`src/common/elink_config.svh`:
```
// Downstream e-link configuration: channel count, FIFO sizing and word width
`ifndef ELINK_CONFIG_SVH
`define ELINK_CONFIG_SVH

// Number of e-link channels
`define ELINK_NUM_CHAN 4

// Words per channel FIFO
`define ELINK_FIFO_DEPTH 16

// Fill level that stalls the generator
`define ELINK_PFULL_LEVEL 12

// Fill level of the almost_full flag, one short of full
`define ELINK_AFULL_LEVEL 15

// Delimiter plus one byte
`define ELINK_WORD_W 10

`endif

```
`src/common/elink_pkg.sv`:
```
// E-link delimiter codes and the two decodings of a 10-bit e-link word
package elink_pkg;

  // Delimiter in the top two bits of every word
  typedef enum logic [1:0] {
    DLM_DATA = 2'd0,
    DLM_SOP  = 2'd1,
    DLM_EOP  = 2'd2,
    DLM_HDR  = 2'd3
  } delim_e;

  // One e-link word, read as payload or as a merger header
  typedef union packed {
    // Payload byte of a packet
    struct packed {
      delim_e     delim;
      logic [7:0] data;
    } data_view;

    // Header put in front of each packet by the merger
    struct packed {
      delim_e     delim;
      logic [2:0] chan;
      logic [4:0] seq;
    } header_view;
  } elink_word_u;

endpackage

```
`src/fifo_downstream/fifo_downstream.sv`:
```
// Synchronous downstream FIFO for 10-bit e-link words with registered fill flags
`timescale 1ns/1ps
`include "elink_config.svh"

module fifo_downstream
  import elink_pkg::*;
#(
  parameter int DEPTH = `ELINK_FIFO_DEPTH,
  parameter int PFULL = `ELINK_PFULL_LEVEL
)
(
  input  logic        clk_usr,
  input  logic        rst_n,
  input  elink_word_u din,
  input  logic        wr_en,
  input  logic        rd_en,
  output elink_word_u dout,
  output logic        full,
  output logic        empty,
  output logic        almost_full,
  output logic        prog_full
);

  localparam int AW    = (DEPTH > 1) ? $clog2(DEPTH) : 1;
  localparam int CNT_W = $clog2(DEPTH + 1);
  // Same distance from full as the default configuration
  localparam int AFULL = DEPTH - (`ELINK_FIFO_DEPTH - `ELINK_AFULL_LEVEL);

  logic [`ELINK_WORD_W-1:0] mem [DEPTH];
  logic [AW-1:0]            wr_ptr;
  logic [AW-1:0]            rd_ptr;
  logic [CNT_W-1:0]         count;
  logic [CNT_W-1:0]         count_next;
  logic                     do_wr;
  logic                     do_rd;

  // Pointer wrap for any depth
  function automatic logic [AW-1:0] ptr_inc(input logic [AW-1:0] p);
    return (p == AW'(DEPTH - 1)) ? '0 : p + 1'b1;
  endfunction

  assign do_wr = wr_en && !full;
  assign do_rd = rd_en && !empty;

  always_comb
  begin
    count_next = count;
    if (do_wr && !do_rd)
      count_next = count + 1'b1;
    else if (do_rd && !do_wr)
      count_next = count - 1'b1;
  end

  always_ff @(posedge clk_usr)
  begin
    if (!rst_n)
    begin
      wr_ptr      <= '0;
      rd_ptr      <= '0;
      count       <= '0;
      full        <= 1'b0;
      empty       <= 1'b1;
      almost_full <= 1'b0;
      prog_full   <= 1'b0;
    end
    else
    begin
      if (do_wr)
        wr_ptr <= ptr_inc(wr_ptr);
      if (do_rd)
        rd_ptr <= ptr_inc(rd_ptr);
      count       <= count_next;
      // Flags track the count they are registered with
      full        <= (count_next == CNT_W'(DEPTH));
      empty       <= (count_next == '0);
      almost_full <= (count_next >= CNT_W'(AFULL));
      prog_full   <= (count_next >= CNT_W'(PFULL));
    end
  end

  // Storage and read port
  always_ff @(posedge clk_usr)
  begin
    if (do_wr)
      mem[wr_ptr] <= din;
    if (do_rd)
      dout <= mem[rd_ptr];
  end

endmodule

```
`src/rtl/frame_generator.sv`:
```
// Frame generator producing counting-byte packets round-robin over the channel FIFOs
`timescale 1ns/1ps
`include "elink_config.svh"

module frame_generator
  import elink_pkg::*;
#(
  parameter int NUM_CHAN = `ELINK_NUM_CHAN
)
(
  input  logic                clk_usr,
  input  logic                rst_n,
  input  logic                enable,
  input  logic                loop_en,
  input  logic [3:0]          pkt_len,
  input  logic [NUM_CHAN-1:0] prog_full,
  output elink_word_u         fifo_din,
  output logic [NUM_CHAN-1:0] wr_en,
  output logic                done
);

  localparam int CW = (NUM_CHAN > 1) ? $clog2(NUM_CHAN) : 1;

  // FSM encoding
  localparam logic [1:0] ST_IDLE = 2'd0;
  localparam logic [1:0] ST_RUN  = 2'd1;
  localparam logic [1:0] ST_DONE = 2'd2;

  logic [1:0]    state;
  logic [CW-1:0] chan;
  logic [3:0]    pos;
  logic [7:0]    byte_cnt [NUM_CHAN];
  logic          finishing;
  logic          can_write;
  logic          last_byte;
  logic          last_chan;
  delim_e        delim;

  // Paused by a low enable or by the target FIFO filling up
  assign can_write = (state == ST_RUN) && enable && !prog_full[chan];
  assign last_byte = (pos == pkt_len);
  assign last_chan = (chan == CW'(NUM_CHAN - 1));

  // Delimiter from position in packet; a single-byte packet is EOP only
  always_comb
  begin
    if (last_byte)
      delim = DLM_EOP;
    else if (pos == 4'd0)
      delim = DLM_SOP;
    else
      delim = DLM_DATA;
  end

  always_ff @(posedge clk_usr)
  begin
    if (!rst_n)
    begin
      state     <= ST_IDLE;
      chan      <= '0;
      pos       <= '0;
      wr_en     <= '0;
      done      <= 1'b0;
      finishing <= 1'b0;
      for (int c = 0; c < NUM_CHAN; c++)
      begin
        byte_cnt[c] <= 8'(64 * c);
      end
    end
    else
    begin
      wr_en     <= '0;
      done      <= finishing;
      finishing <= 1'b0;
      case (state)
        ST_IDLE:
        begin
          if (enable)
            state <= ST_RUN;
        end
        ST_RUN:
        begin
          if (can_write)
          begin
            wr_en[chan]    <= 1'b1;
            byte_cnt[chan] <= byte_cnt[chan] + 8'd1;
            if (last_byte)
            begin
              pos  <= '0;
              chan <= last_chan ? '0 : chan + 1'b1;
              // End of pass
              if (last_chan && !loop_en)
              begin
                state     <= ST_DONE;
                finishing <= 1'b1;
              end
            end
            else
            begin
              pos <= pos + 4'd1;
            end
          end
        end
        ST_DONE:
        begin
          // Rearm only after enable drops
          if (!enable)
            state <= ST_IDLE;
        end
        default:
        begin
          state <= ST_IDLE;
        end
      endcase
    end
  end

  // Word register shared by all FIFOs, qualified by wr_en
  always_ff @(posedge clk_usr)
  begin
    if (can_write)
    begin
      fifo_din.data_view.delim <= delim;
      fifo_din.data_view.data  <= byte_cnt[chan];
    end
  end

endmodule

```
`src/rtl/elink_merger.sv`:
```
// E-link merger draining channel FIFOs one packet at a time behind a header word
`timescale 1ns/1ps
`include "elink_config.svh"

module elink_merger
  import elink_pkg::*;
#(
  parameter int NUM_CHAN = `ELINK_NUM_CHAN
)
(
  input  logic                         clk_usr,
  input  logic                         rst_n,
  input  logic        [NUM_CHAN-1:0]   empty,
  input  elink_word_u [NUM_CHAN-1:0]   fifo_dout,
  input  logic                         out_en,
  output logic        [NUM_CHAN-1:0]   rd_en,
  output elink_word_u                  dout,
  output logic                         dout_valid
);

  localparam int CW = (NUM_CHAN > 1) ? $clog2(NUM_CHAN) : 1;

  localparam logic ST_PICK = 1'b0;
  localparam logic ST_DATA = 1'b1;

  logic          state;
  logic [CW-1:0] rr;
  logic [CW-1:0] cur;
  logic [CW-1:0] pick;
  logic [CW-1:0] idx;
  logic          found;
  logic [4:0]    seq [NUM_CHAN];
  // Read issued last cycle, word waiting on fifo_dout[cur]
  logic          pend;
  // Output slot holds a word not yet sent
  logic          hold;
  elink_word_u   out_word;
  logic          eop_now;
  logic          capture;
  logic          hdr_load;
  logic          rd_issue;

  // First non-empty channel at or after the round-robin pointer
  always_comb
  begin
    found = 1'b0;
    pick  = rr;
    idx   = rr;
    for (int i = NUM_CHAN - 1; i >= 0; i--)
    begin
      idx = CW'((int'(rr) + i) % NUM_CHAN);
      if (!empty[idx])
      begin
        found = 1'b1;
        pick  = idx;
      end
    end
  end

  assign eop_now  = pend && (fifo_dout[cur].data_view.delim == DLM_EOP);
  assign capture  = pend && (!hold || out_en);
  assign hdr_load = (state == ST_PICK) && found && out_en;

  // With out_en high a pending word is always captured, so a new read never
  // overruns it; nothing is fetched past the EOP
  assign rd_issue = (state == ST_DATA) && out_en && !empty[cur] && !eop_now;
  assign rd_en    = rd_issue ? (NUM_CHAN'(1) << cur) : '0;

  assign dout       = out_word;
  assign dout_valid = hold && out_en;

  always_ff @(posedge clk_usr)
  begin
    if (!rst_n)
    begin
      state <= ST_PICK;
      rr    <= '0;
      cur   <= '0;
      pend  <= 1'b0;
      hold  <= 1'b0;
      for (int c = 0; c < NUM_CHAN; c++)
      begin
        seq[c] <= '0;
      end
    end
    else
    begin
      if (hdr_load || capture)
        hold <= 1'b1;
      else if (dout_valid)
        hold <= 1'b0;

      if (rd_issue)
        pend <= 1'b1;
      else if (capture)
        pend <= 1'b0;

      if (hdr_load)
      begin
        cur   <= pick;
        state <= ST_DATA;
      end

      // Packet closed, move on to the next channel
      if (capture && eop_now)
      begin
        seq[cur] <= seq[cur] + 5'd1;
        rr       <= (cur == CW'(NUM_CHAN - 1)) ? '0 : cur + 1'b1;
        state    <= ST_PICK;
      end
    end
  end

  // Output word register
  always_ff @(posedge clk_usr)
  begin
    if (hdr_load)
    begin
      out_word.header_view.delim <= DLM_HDR;
      out_word.header_view.chan  <= 3'(pick);
      out_word.header_view.seq   <= seq[pick];
    end
    else if (capture)
    begin
      out_word <= fifo_dout[cur];
    end
  end

endmodule

```
`src/rtl/downstream_top.sv`:
```
// Downstream e-link path top: generator, per-channel FIFOs and packet merger
`timescale 1ns/1ps
`include "elink_config.svh"

module downstream_top
  import elink_pkg::*;
#(
  parameter int NUM_CHAN = `ELINK_NUM_CHAN
)
(
  input  logic        clk_usr,
  input  logic        rst_n,
  input  logic        enable,
  input  logic        loop_en,
  input  logic [3:0]  pkt_len,
  input  logic        out_en,
  output elink_word_u dout,
  output logic        dout_valid,
  output logic        done
);

  elink_word_u                gen_din;
  logic        [NUM_CHAN-1:0] gen_wr_en;
  logic        [NUM_CHAN-1:0] fifo_pfull;
  logic        [NUM_CHAN-1:0] fifo_full;
  logic        [NUM_CHAN-1:0] fifo_empty;
  elink_word_u [NUM_CHAN-1:0] fifo_dout;
  logic        [NUM_CHAN-1:0] mrg_rd_en;

  frame_generator #(
    .NUM_CHAN (NUM_CHAN)
  ) u_gen (
    .clk_usr   (clk_usr),
    .rst_n     (rst_n),
    .enable    (enable),
    .loop_en   (loop_en),
    .pkt_len   (pkt_len),
    .prog_full (fifo_pfull),
    .fifo_din  (gen_din),
    .wr_en     (gen_wr_en),
    .done      (done)
  );

  // One FIFO per channel, all fed from the shared generator word
  for (genvar i = 0; i < NUM_CHAN; i++)
  begin : g_fifo
    fifo_downstream #(
      .DEPTH (`ELINK_FIFO_DEPTH),
      .PFULL (`ELINK_PFULL_LEVEL)
    ) u_fifo (
      .clk_usr     (clk_usr),
      .rst_n       (rst_n),
      .din         (gen_din),
      .wr_en       (gen_wr_en[i]),
      .rd_en       (mrg_rd_en[i]),
      .dout        (fifo_dout[i]),
      .full        (fifo_full[i]),
      .empty       (fifo_empty[i]),
      .almost_full (),
      .prog_full   (fifo_pfull[i])
    );
  end

  elink_merger #(
    .NUM_CHAN (NUM_CHAN)
  ) u_merger (
    .clk_usr    (clk_usr),
    .rst_n      (rst_n),
    .empty      (fifo_empty),
    .fifo_dout  (fifo_dout),
    .out_en     (out_en),
    .rd_en      (mrg_rd_en),
    .dout       (dout),
    .dout_valid (dout_valid)
  );

endmodule

```
`config.mk`:
```
export PLATFORM = sky130hd
export DESIGN_NAME = downstream_top
export DESIGN_NICKNAME = d
export VERILOG_FILES = /design/src/common/elink_pkg.sv /design/src/fifo_downstream/fifo_downstream.sv /design/src/rtl/frame_generator.sv /design/src/rtl/elink_merger.sv /design/src/rtl/downstream_top.sv
export VERILOG_INCLUDE_DIRS = /design/src /design/src/common
export SDC_FILE = /design/constraint.sdc
export NUM_CORES = 1
export LEC_CHECK = 0
export BUFFER_PORTS_ARGS = -buffer_cell sky130_fd_sc_hd__buf_2
export CAP_MARGIN = 10
export CORE_MARGIN = 4
export CORE_UTILIZATION = 55
export DETAILED_ROUTE_END_ITERATION = 7
export PLACE_DENSITY = 0.82
export SYNTH_ARGS = -nofsm -noshare
export SYNTH_HDL_FRONTEND = slang
export SYNTH_HIERARCHICAL = 1
export SYNTH_SLANG_ARGS = --single-unit
export TNS_END_PERCENT = 5
```
`constraint.sdc`:
```
create_clock -name clk_usr -period 3 [get_ports clk_usr]
set_input_delay 0.15 -clock clk_usr [delete_from_list [all_inputs] [get_ports clk_usr]]
set_output_delay 0.15 -clock clk_usr [all_outputs]
set_load 0.005 [all_outputs]
```
* Word level (Yosys, flattened, before mapping)
Memory sizes are Yosys's and may differ from the RTL's. A register that Yosys moved wholly into a read port is not among the register bits. Index checks and enable logic that the tools add are counted.
Word-level totals: register bits 105, memory bits (writable) 692, input port bits 9, output and inout port bits 12, word-level logic and storage cells 259, memories 6
Memories:
- g_fifo[0].u_fifo.mem | words 16, bits a word 10, rd ports 1, clocked after Yosys merged registers in 1, wr ports 1, RTL line fifo_downstream.sv:29 | logic [`ELINK_WORD_W-1:0] mem [DEPTH];
- g_fifo[1].u_fifo.mem | words 16, bits a word 10, rd ports 1, clocked after Yosys merged registers in 1, wr ports 1, RTL line fifo_downstream.sv:29
- g_fifo[2].u_fifo.mem | words 16, bits a word 10, rd ports 1, clocked after Yosys merged registers in 1, wr ports 1, RTL line fifo_downstream.sv:29
- g_fifo[3].u_fifo.mem | words 16, bits a word 10, rd ports 1, clocked after Yosys merged registers in 1, wr ports 1, RTL line fifo_downstream.sv:29
- u_gen.byte_cnt | words 4, bits a word 8, rd ports 1, clocked after Yosys merged registers in 1, wr ports 4, RTL line frame_generator.sv:32 | logic [7:0] byte_cnt [NUM_CHAN];
- u_merger.seq | words 4, bits a word 5, rd ports 2, clocked after Yosys merged registers in 1, wr ports 4, RTL line elink_merger.sv:32 | logic [4:0] seq [NUM_CHAN];
Operators by class: add/subtract/negate cells 24, order comparisons 11, equality and inequality tests 23, shift-type cells 1, mux-type cells 84, bitwise operators 2, reductions and logical operators 69
Operators by type and width (number):
- 5-bit 2-to-1 mux | 9
- 4-bit 2-to-1 mux | 10
- 4-bit by 1-bit adder with 4-bit output (second input constant) | 9
- 1-bit 2-to-1 mux | 35
- 2-bit 2-to-1 mux | 17
- 4-bit equality test (second input constant) | 8
- 1-bit logical AND | 29
- 5-bit by 1-bit adder with 5-bit output (second input constant) | 5
- 1-bit logical NOT | 21
- 10-bit binary-select mux with 2-bit select | 1
- 5-bit equality test (second input constant) | 4
- 5-bit by 4-bit greater-or-equal comparator with 1-bit output (second input constant) | 4
- 5-bit logical NOT | 4
- 5-bit by 1-bit subtractor with 5-bit output (second input constant) | 4
- 2-bit by 3-bit less-than comparator with 1-bit output (second input constant) | 6
- 7-bit 2-to-1 mux | 2
- 1-bit binary-select mux with 2-bit select | 6
- 10-bit 2-to-1 mux | 1
- 8-bit by 1-bit adder with 8-bit output (second input constant) | 1
- 2-bit equality test (second input constant) | 4
- 8-bit 2-to-1 mux | 1
- 8-bit OR reduction | 1
- 2-bit by 1-bit adder with 2-bit output (second input constant) | 3
- 2-bit inequality test (second input constant) | 3
- 19 further kinds | 26

* Depth between registers and ports, before layout
word-level depth 12, mapped depth 13

* Cells and area by module
The synthesis kept the hierarchy.
By module, submodules not included:
- fifo_downstream at g_fifo[0].u_fifo ... | times used 2, cells an instance 390, area an instance 7478.4 sq um, seq. area each 5445.2 sq um
- fifo_downstream at g_fifo[3].u_fifo | times used 1, cells an instance 394, area an instance 7497.2 sq um, seq. area each 5445.2 sq um
- fifo_downstream at g_fifo[1].u_fifo | times used 1, cells an instance 399, area an instance 7424.6 sq um, seq. area each 5445.2 sq um
- frame_generator | times used 1, cells an instance 191, area an instance 2586.2 sq um, seq. area each 1581.5 sq um
- elink_merger | times used 1, cells an instance 195, area an instance 2309.7 sq um, seq. area each 1051.0 sq um

* Worst setup path before layout
OpenSTA, ideal clock, no wires.
path kind reg2reg, from reg u_merger.cur[0], to reg g_fifo[3].u_fifo.full, setup time 0.117 ns, data arrival time 2.598 ns, data required time 2.883 ns, slack 0.285 ns, cell stages (with the launch flop) 14, buffers on the path 3, clock period less this slack 2.715 ns, path through dfxtp_1 -> buf_6 -> mux4_2 -> nand3b_1 -> nand4b_1 -> nor2_1 -> nand2b_4 -> buf_8 -> inv_6 -> buf_12 -> nand2_4 -> o32ai_4 -> xor2_2 -> and4bb_1
Between the ends: longest elaborated chain between the ends 12, elaborated cells on any way between the ends 19
Ends and longest elaborated chain:
- from (decl) | RTL line elink_merger.sv:28 | logic [CW-1:0] cur;
- from (signal assigned) | RTL line elink_merger.sv:100 | cur <= pick;
- 10-bit binary-select mux with 2-bit select | RTL line elink_merger.sv:60 | assign eop_now = pend && (fifo_dout[cur].data_view.delim == DLM_EOP);
- 10-bit 2-to-1 mux (implied by the code) | RTL line elink_merger.sv:60
- 2-bit equality test | RTL line elink_merger.sv:60
- 1-bit logical AND | RTL line elink_merger.sv:60
- 1-bit logical NOT | RTL line elink_merger.sv:66 | assign rd_issue = (state == ST_DATA) && out_en && !empty[cur] && !eop_now;
- 1-bit logical AND | RTL line elink_merger.sv:66
- 4-bit 2-to-1 mux (*) | RTL line elink_merger.sv:67 | assign rd_en = rd_issue ? (NUM_CHAN'(1) << cur) : '0;
- named net mrg_rd_en[3] | RTL line downstream_top.sv:28 | logic [NUM_CHAN-1:0] mrg_rd_en;
- 1-bit logical AND (*) | RTL line fifo_downstream.sv:43 | assign do_rd = rd_en && !empty;
- named net g_fifo[3].u_fifo.do_rd | RTL line fifo_downstream.sv:35 | logic do_rd;
- 1-bit logical AND or 1-bit logical NOT (tied branches) | RTL line fifo_downstream.sv:50, fifo_downstream.sv:48
- 5-bit 2-to-1 mux or 1-bit logical AND (tied branches) | RTL line fifo_downstream.sv:50, fifo_downstream.sv:48
- 5-bit 2-to-1 mux (*) | RTL line fifo_downstream.sv:48 | if (do_wr && !do_rd)
- 5-bit equality test (*) | RTL line fifo_downstream.sv:74 | full <= (count_next == CNT_W'(DEPTH));
- to (signal assigned) | RTL line fifo_downstream.sv:74
- to (decl) | RTL line fifo_downstream.sv:18 | output logic full,
Mark *: on every way through the listed nets, which the timed path passes. The rest lies on a longest branch. The select of a mux whose other input is x is not followed. A chain may end at the register's enable or synchronous reset.

* Worst setup path after layout
from reg u_merger.cur[0], to reg g_fifo[0].u_fifo.rd_ptr[3]
Between the ends: longest elaborated chain between the ends 8, elaborated cells on any way between the ends 13
Ends and longest elaborated chain:
- 10-bit binary-select mux with 2-bit select | RTL line elink_merger.sv:60
- 10-bit 2-to-1 mux (implied by the code) | RTL line elink_merger.sv:60
- 2-bit equality test | RTL line elink_merger.sv:60
- 1-bit logical AND | RTL line elink_merger.sv:60
- 1-bit logical NOT | RTL line elink_merger.sv:66
- 1-bit logical AND | RTL line elink_merger.sv:66
- 4-bit 2-to-1 mux (*) | RTL line elink_merger.sv:67
- named net mrg_rd_en[0] | RTL line downstream_top.sv:28
- 1-bit logical AND (*) | RTL line fifo_downstream.sv:43
- named net g_fifo[0].u_fifo.do_rd | RTL line fifo_downstream.sv:35
- to (signal assigned) | RTL line fifo_downstream.sv:71 | rd_ptr <= ptr_inc(rd_ptr);
- to (decl) | RTL line fifo_downstream.sv:31 | logic [AW-1:0] rd_ptr;
Marks and branches as above.

==> impl_results.md <==
* Status: finished clean
* # setup viols final at 0
* Design Area, Final at 0.0386 sq mm
* Area of the multi-input gates at 0.00942 sq mm
* Final hold viol count at 0
* Die Area at 0.0669 sq mm
* Final Slew Violations at 0
* Vias at 18.3k
* Max Clk Rate at 0.360 GHz
* GRT Util Overall at 21.9%
* CTS buffer count at 77
* Worst-Margin Slew at 1.07 ns
* Worst-path clk slew at 0.06 ns
* Critical Path RT at 3.52 ns
* Final Skew at 0.0251 ns
* MaxCap Viol Count at 0
* DRT Pass-1 Iters at 7
* TritonCTS Sinks at 841
* Die width at 259 um
* Power Density at 599 mW/mm^2
* Setup TNS at 0 ns
* Wire per inst at 24.6 um
* Mean Syn Cell Area at 17.9 sq um
* Dpl hpwl at 43.9 mm
* Die height at 259 um
* Total setup buffers inserted after CTS at 0
* Cell Area, Synth at 0.0346 sq mm
* Final Power at 23100 uW
* Initial antenna violation count at 0
* Layout cells sized above 1 at 24.1%
* Period Utilization, post-route at 92.7%
* Area growth syn-to-layout at 11.6%
* GRT overflow at 0
* Post-DR vias/cell at 6.20
* Clk root buf: clkbuf_16
* RePlAce Congestion at 0.866
* Core area at 0.0619 sq mm
* Fillers at 4171
* Most common cell after layout, fill and taps aside: edfxtp_1
* Iteration-0 DRC Markers at 2090
* Port Buffers at 20
* Net Count, Synth at 1984
* CTS H-tree lvls at 3
* Number of routed nets with antenna violations at 0
* Crit path launch type: flip-flop
* CTS tree: yes
* Worst-path fanout max at 14
* Reg area at 0.0243 sq mm
* Final setup margin at 0.220 ns
* RSZ-0062 raised after global routing: no
* Dpl ws at 0.221 ns
* Critical path type: flip-flop to flip-flop
* Commonest non-fill, non-tap cells in the layout: 749 x edfxtp_1, 184 x mux4_2, 120 x nor2_1
* Routed wire length at 72.5 mm
* Synthesized instance count at 1935
* Longest Clk Path Bufs at 3
* Largest net degree at the start of global routing at 74
* Hold Path Class: primary input to flip-flop
* Initial Util at 55.8%
* Vias in the first global route at 18.6k
* ANT cells at 0
* Placed instance area at 0.0360 sq mm
* # IOs at 21
* Leak at 0.0123 uW
* Fin crit period at 2.78 ns
* Fin nets at 2103
* First-pass GRT wire length at 112 mm
* DRC at 0
* Worst-Skew Late Latency at 0.63 ns
* Max VDD drop at 0.000401 V
* Site Rows at 91
* Capturing element type of the critical path: flip-flop
* CP arrival at 3.30 ns
* Yosys warns at 6
* Max-slew headroom at 28.5%
-- metrics by stage --
step / util [%] / cells / hold WS, ns
floorplan: - / 1935 / 0.246
global placement: 58.1 / 2809 / 0.442
detailed placement: 58.1 / 2809 / 0.445
CTS: 62.3 / 2952 / 0.0439
global route: 62.3 / 2952 / 0.102
finish: 62.3 / 2952 / 0.104
-- worst paths after layout --
check / start / endpoint / slack (ns) / cells past startpoint
max: u_merger/cur[0]$_SDFFE_PN0P_ / g_fifo[0].u_fifo/rd_ptr[3]$_SDFFE_PN0P_ / 0.22 / 11
min: pkt_len[3] / u_gen/finishing$_SDFF_PN0_ / 0.10 / 4
max reg2reg: u_merger/cur[0]$_SDFFE_PN0P_ / g_fifo[0].u_fifo/rd_ptr[3]$_SDFFE_PN0P_ / 0.22 / 11
min reg2reg: u_gen/finishing$_SDFF_PN0_ / u_gen/done$_SDFF_PN0_ / 0.46 / 1
-- flip-flops by register name, indices dropped and copies added, names as in the netlist, named ones only --
signal / flops
u_merger/state: 1
u_gen/chan: 2
u_merger/hold: 1
u_merger/dout: 10
g_fifo.u_fifo/prog_full: 4
g_fifo.u_fifo/wr_ptr: 16
g_fifo.u_fifo/empty: 4
u_gen/done: 1
u_merger/seq: 20
u_gen/byte_cnt: 32
g_fifo.u_fifo/count: 20
u_gen/pos: 4
g_fifo.u_fifo/full: 4
g_fifo.u_fifo/dout: 40
u_gen/wr_en: 4
u_gen/finishing: 1
u_merger/cur: 2
u_gen/state: 2
u_merger/pend: 1
u_gen/fifo_din: 10
g_fifo.u_fifo/rd_ptr: 16
u_merger/rr: 2
g_fifo.u_fifo/mem: 640
-- per-layer routing --
layer | vias to the layer above | routed length (um) | track usage (%)
met1 | 9375 | 28100 | 30.4
met2 | 886 | 36300 | 36.2
met3 | 156 | 5720 | 3.08
met4 | 0 | 2370 | 7.74
li1 | 7887 | - | -
met5 | - | 0 | 0
-- critical path, cell delays in order, from the launching register on --
cell      delay [ns]
dfxtp_2         0.39
mux4_2          0.56
nand3b_1        0.10
nand4b_1        0.27
nor2_1          0.30
nand2b_4        0.14
inv_4           0.10
buf_4           0.21
nand2_1         0.07
o21ai_0         0.18
o21ai_0         0.12
and2_1          0.22
-- cell type report --
class                           instances  area share [%]
Inverter                               41           0.425
Clock buffer                          101            5.52
Tap cell                              837            2.71
Multi-Input combinational cell        953            24.4
Timing Repair Buffer                  140            2.78
Clock inverter                         39            1.04
Sequential cell                       841            63.1
-- where the power goes --
| group | leakage (uW) | total, uW | switching, uW | internal [uW] |
|---|---|---|---|---|
| clock | 0.00124 | 9820 | 4190 | 5630 |
| combinational | 0.00354 | 497 | 341 | 156 |
| sequential | 0.00754 | 12800 | 54.5 | 12700 |
-- timing repair --
action | CTS | global route
gates resized for setup | 0 | 2
hold endpoints to repair | 7 | 0
setup endpoints to repair | 0 | 5
hold buffers | 3 | 0
Note: power is estimated with default switching activity, not from simulation.
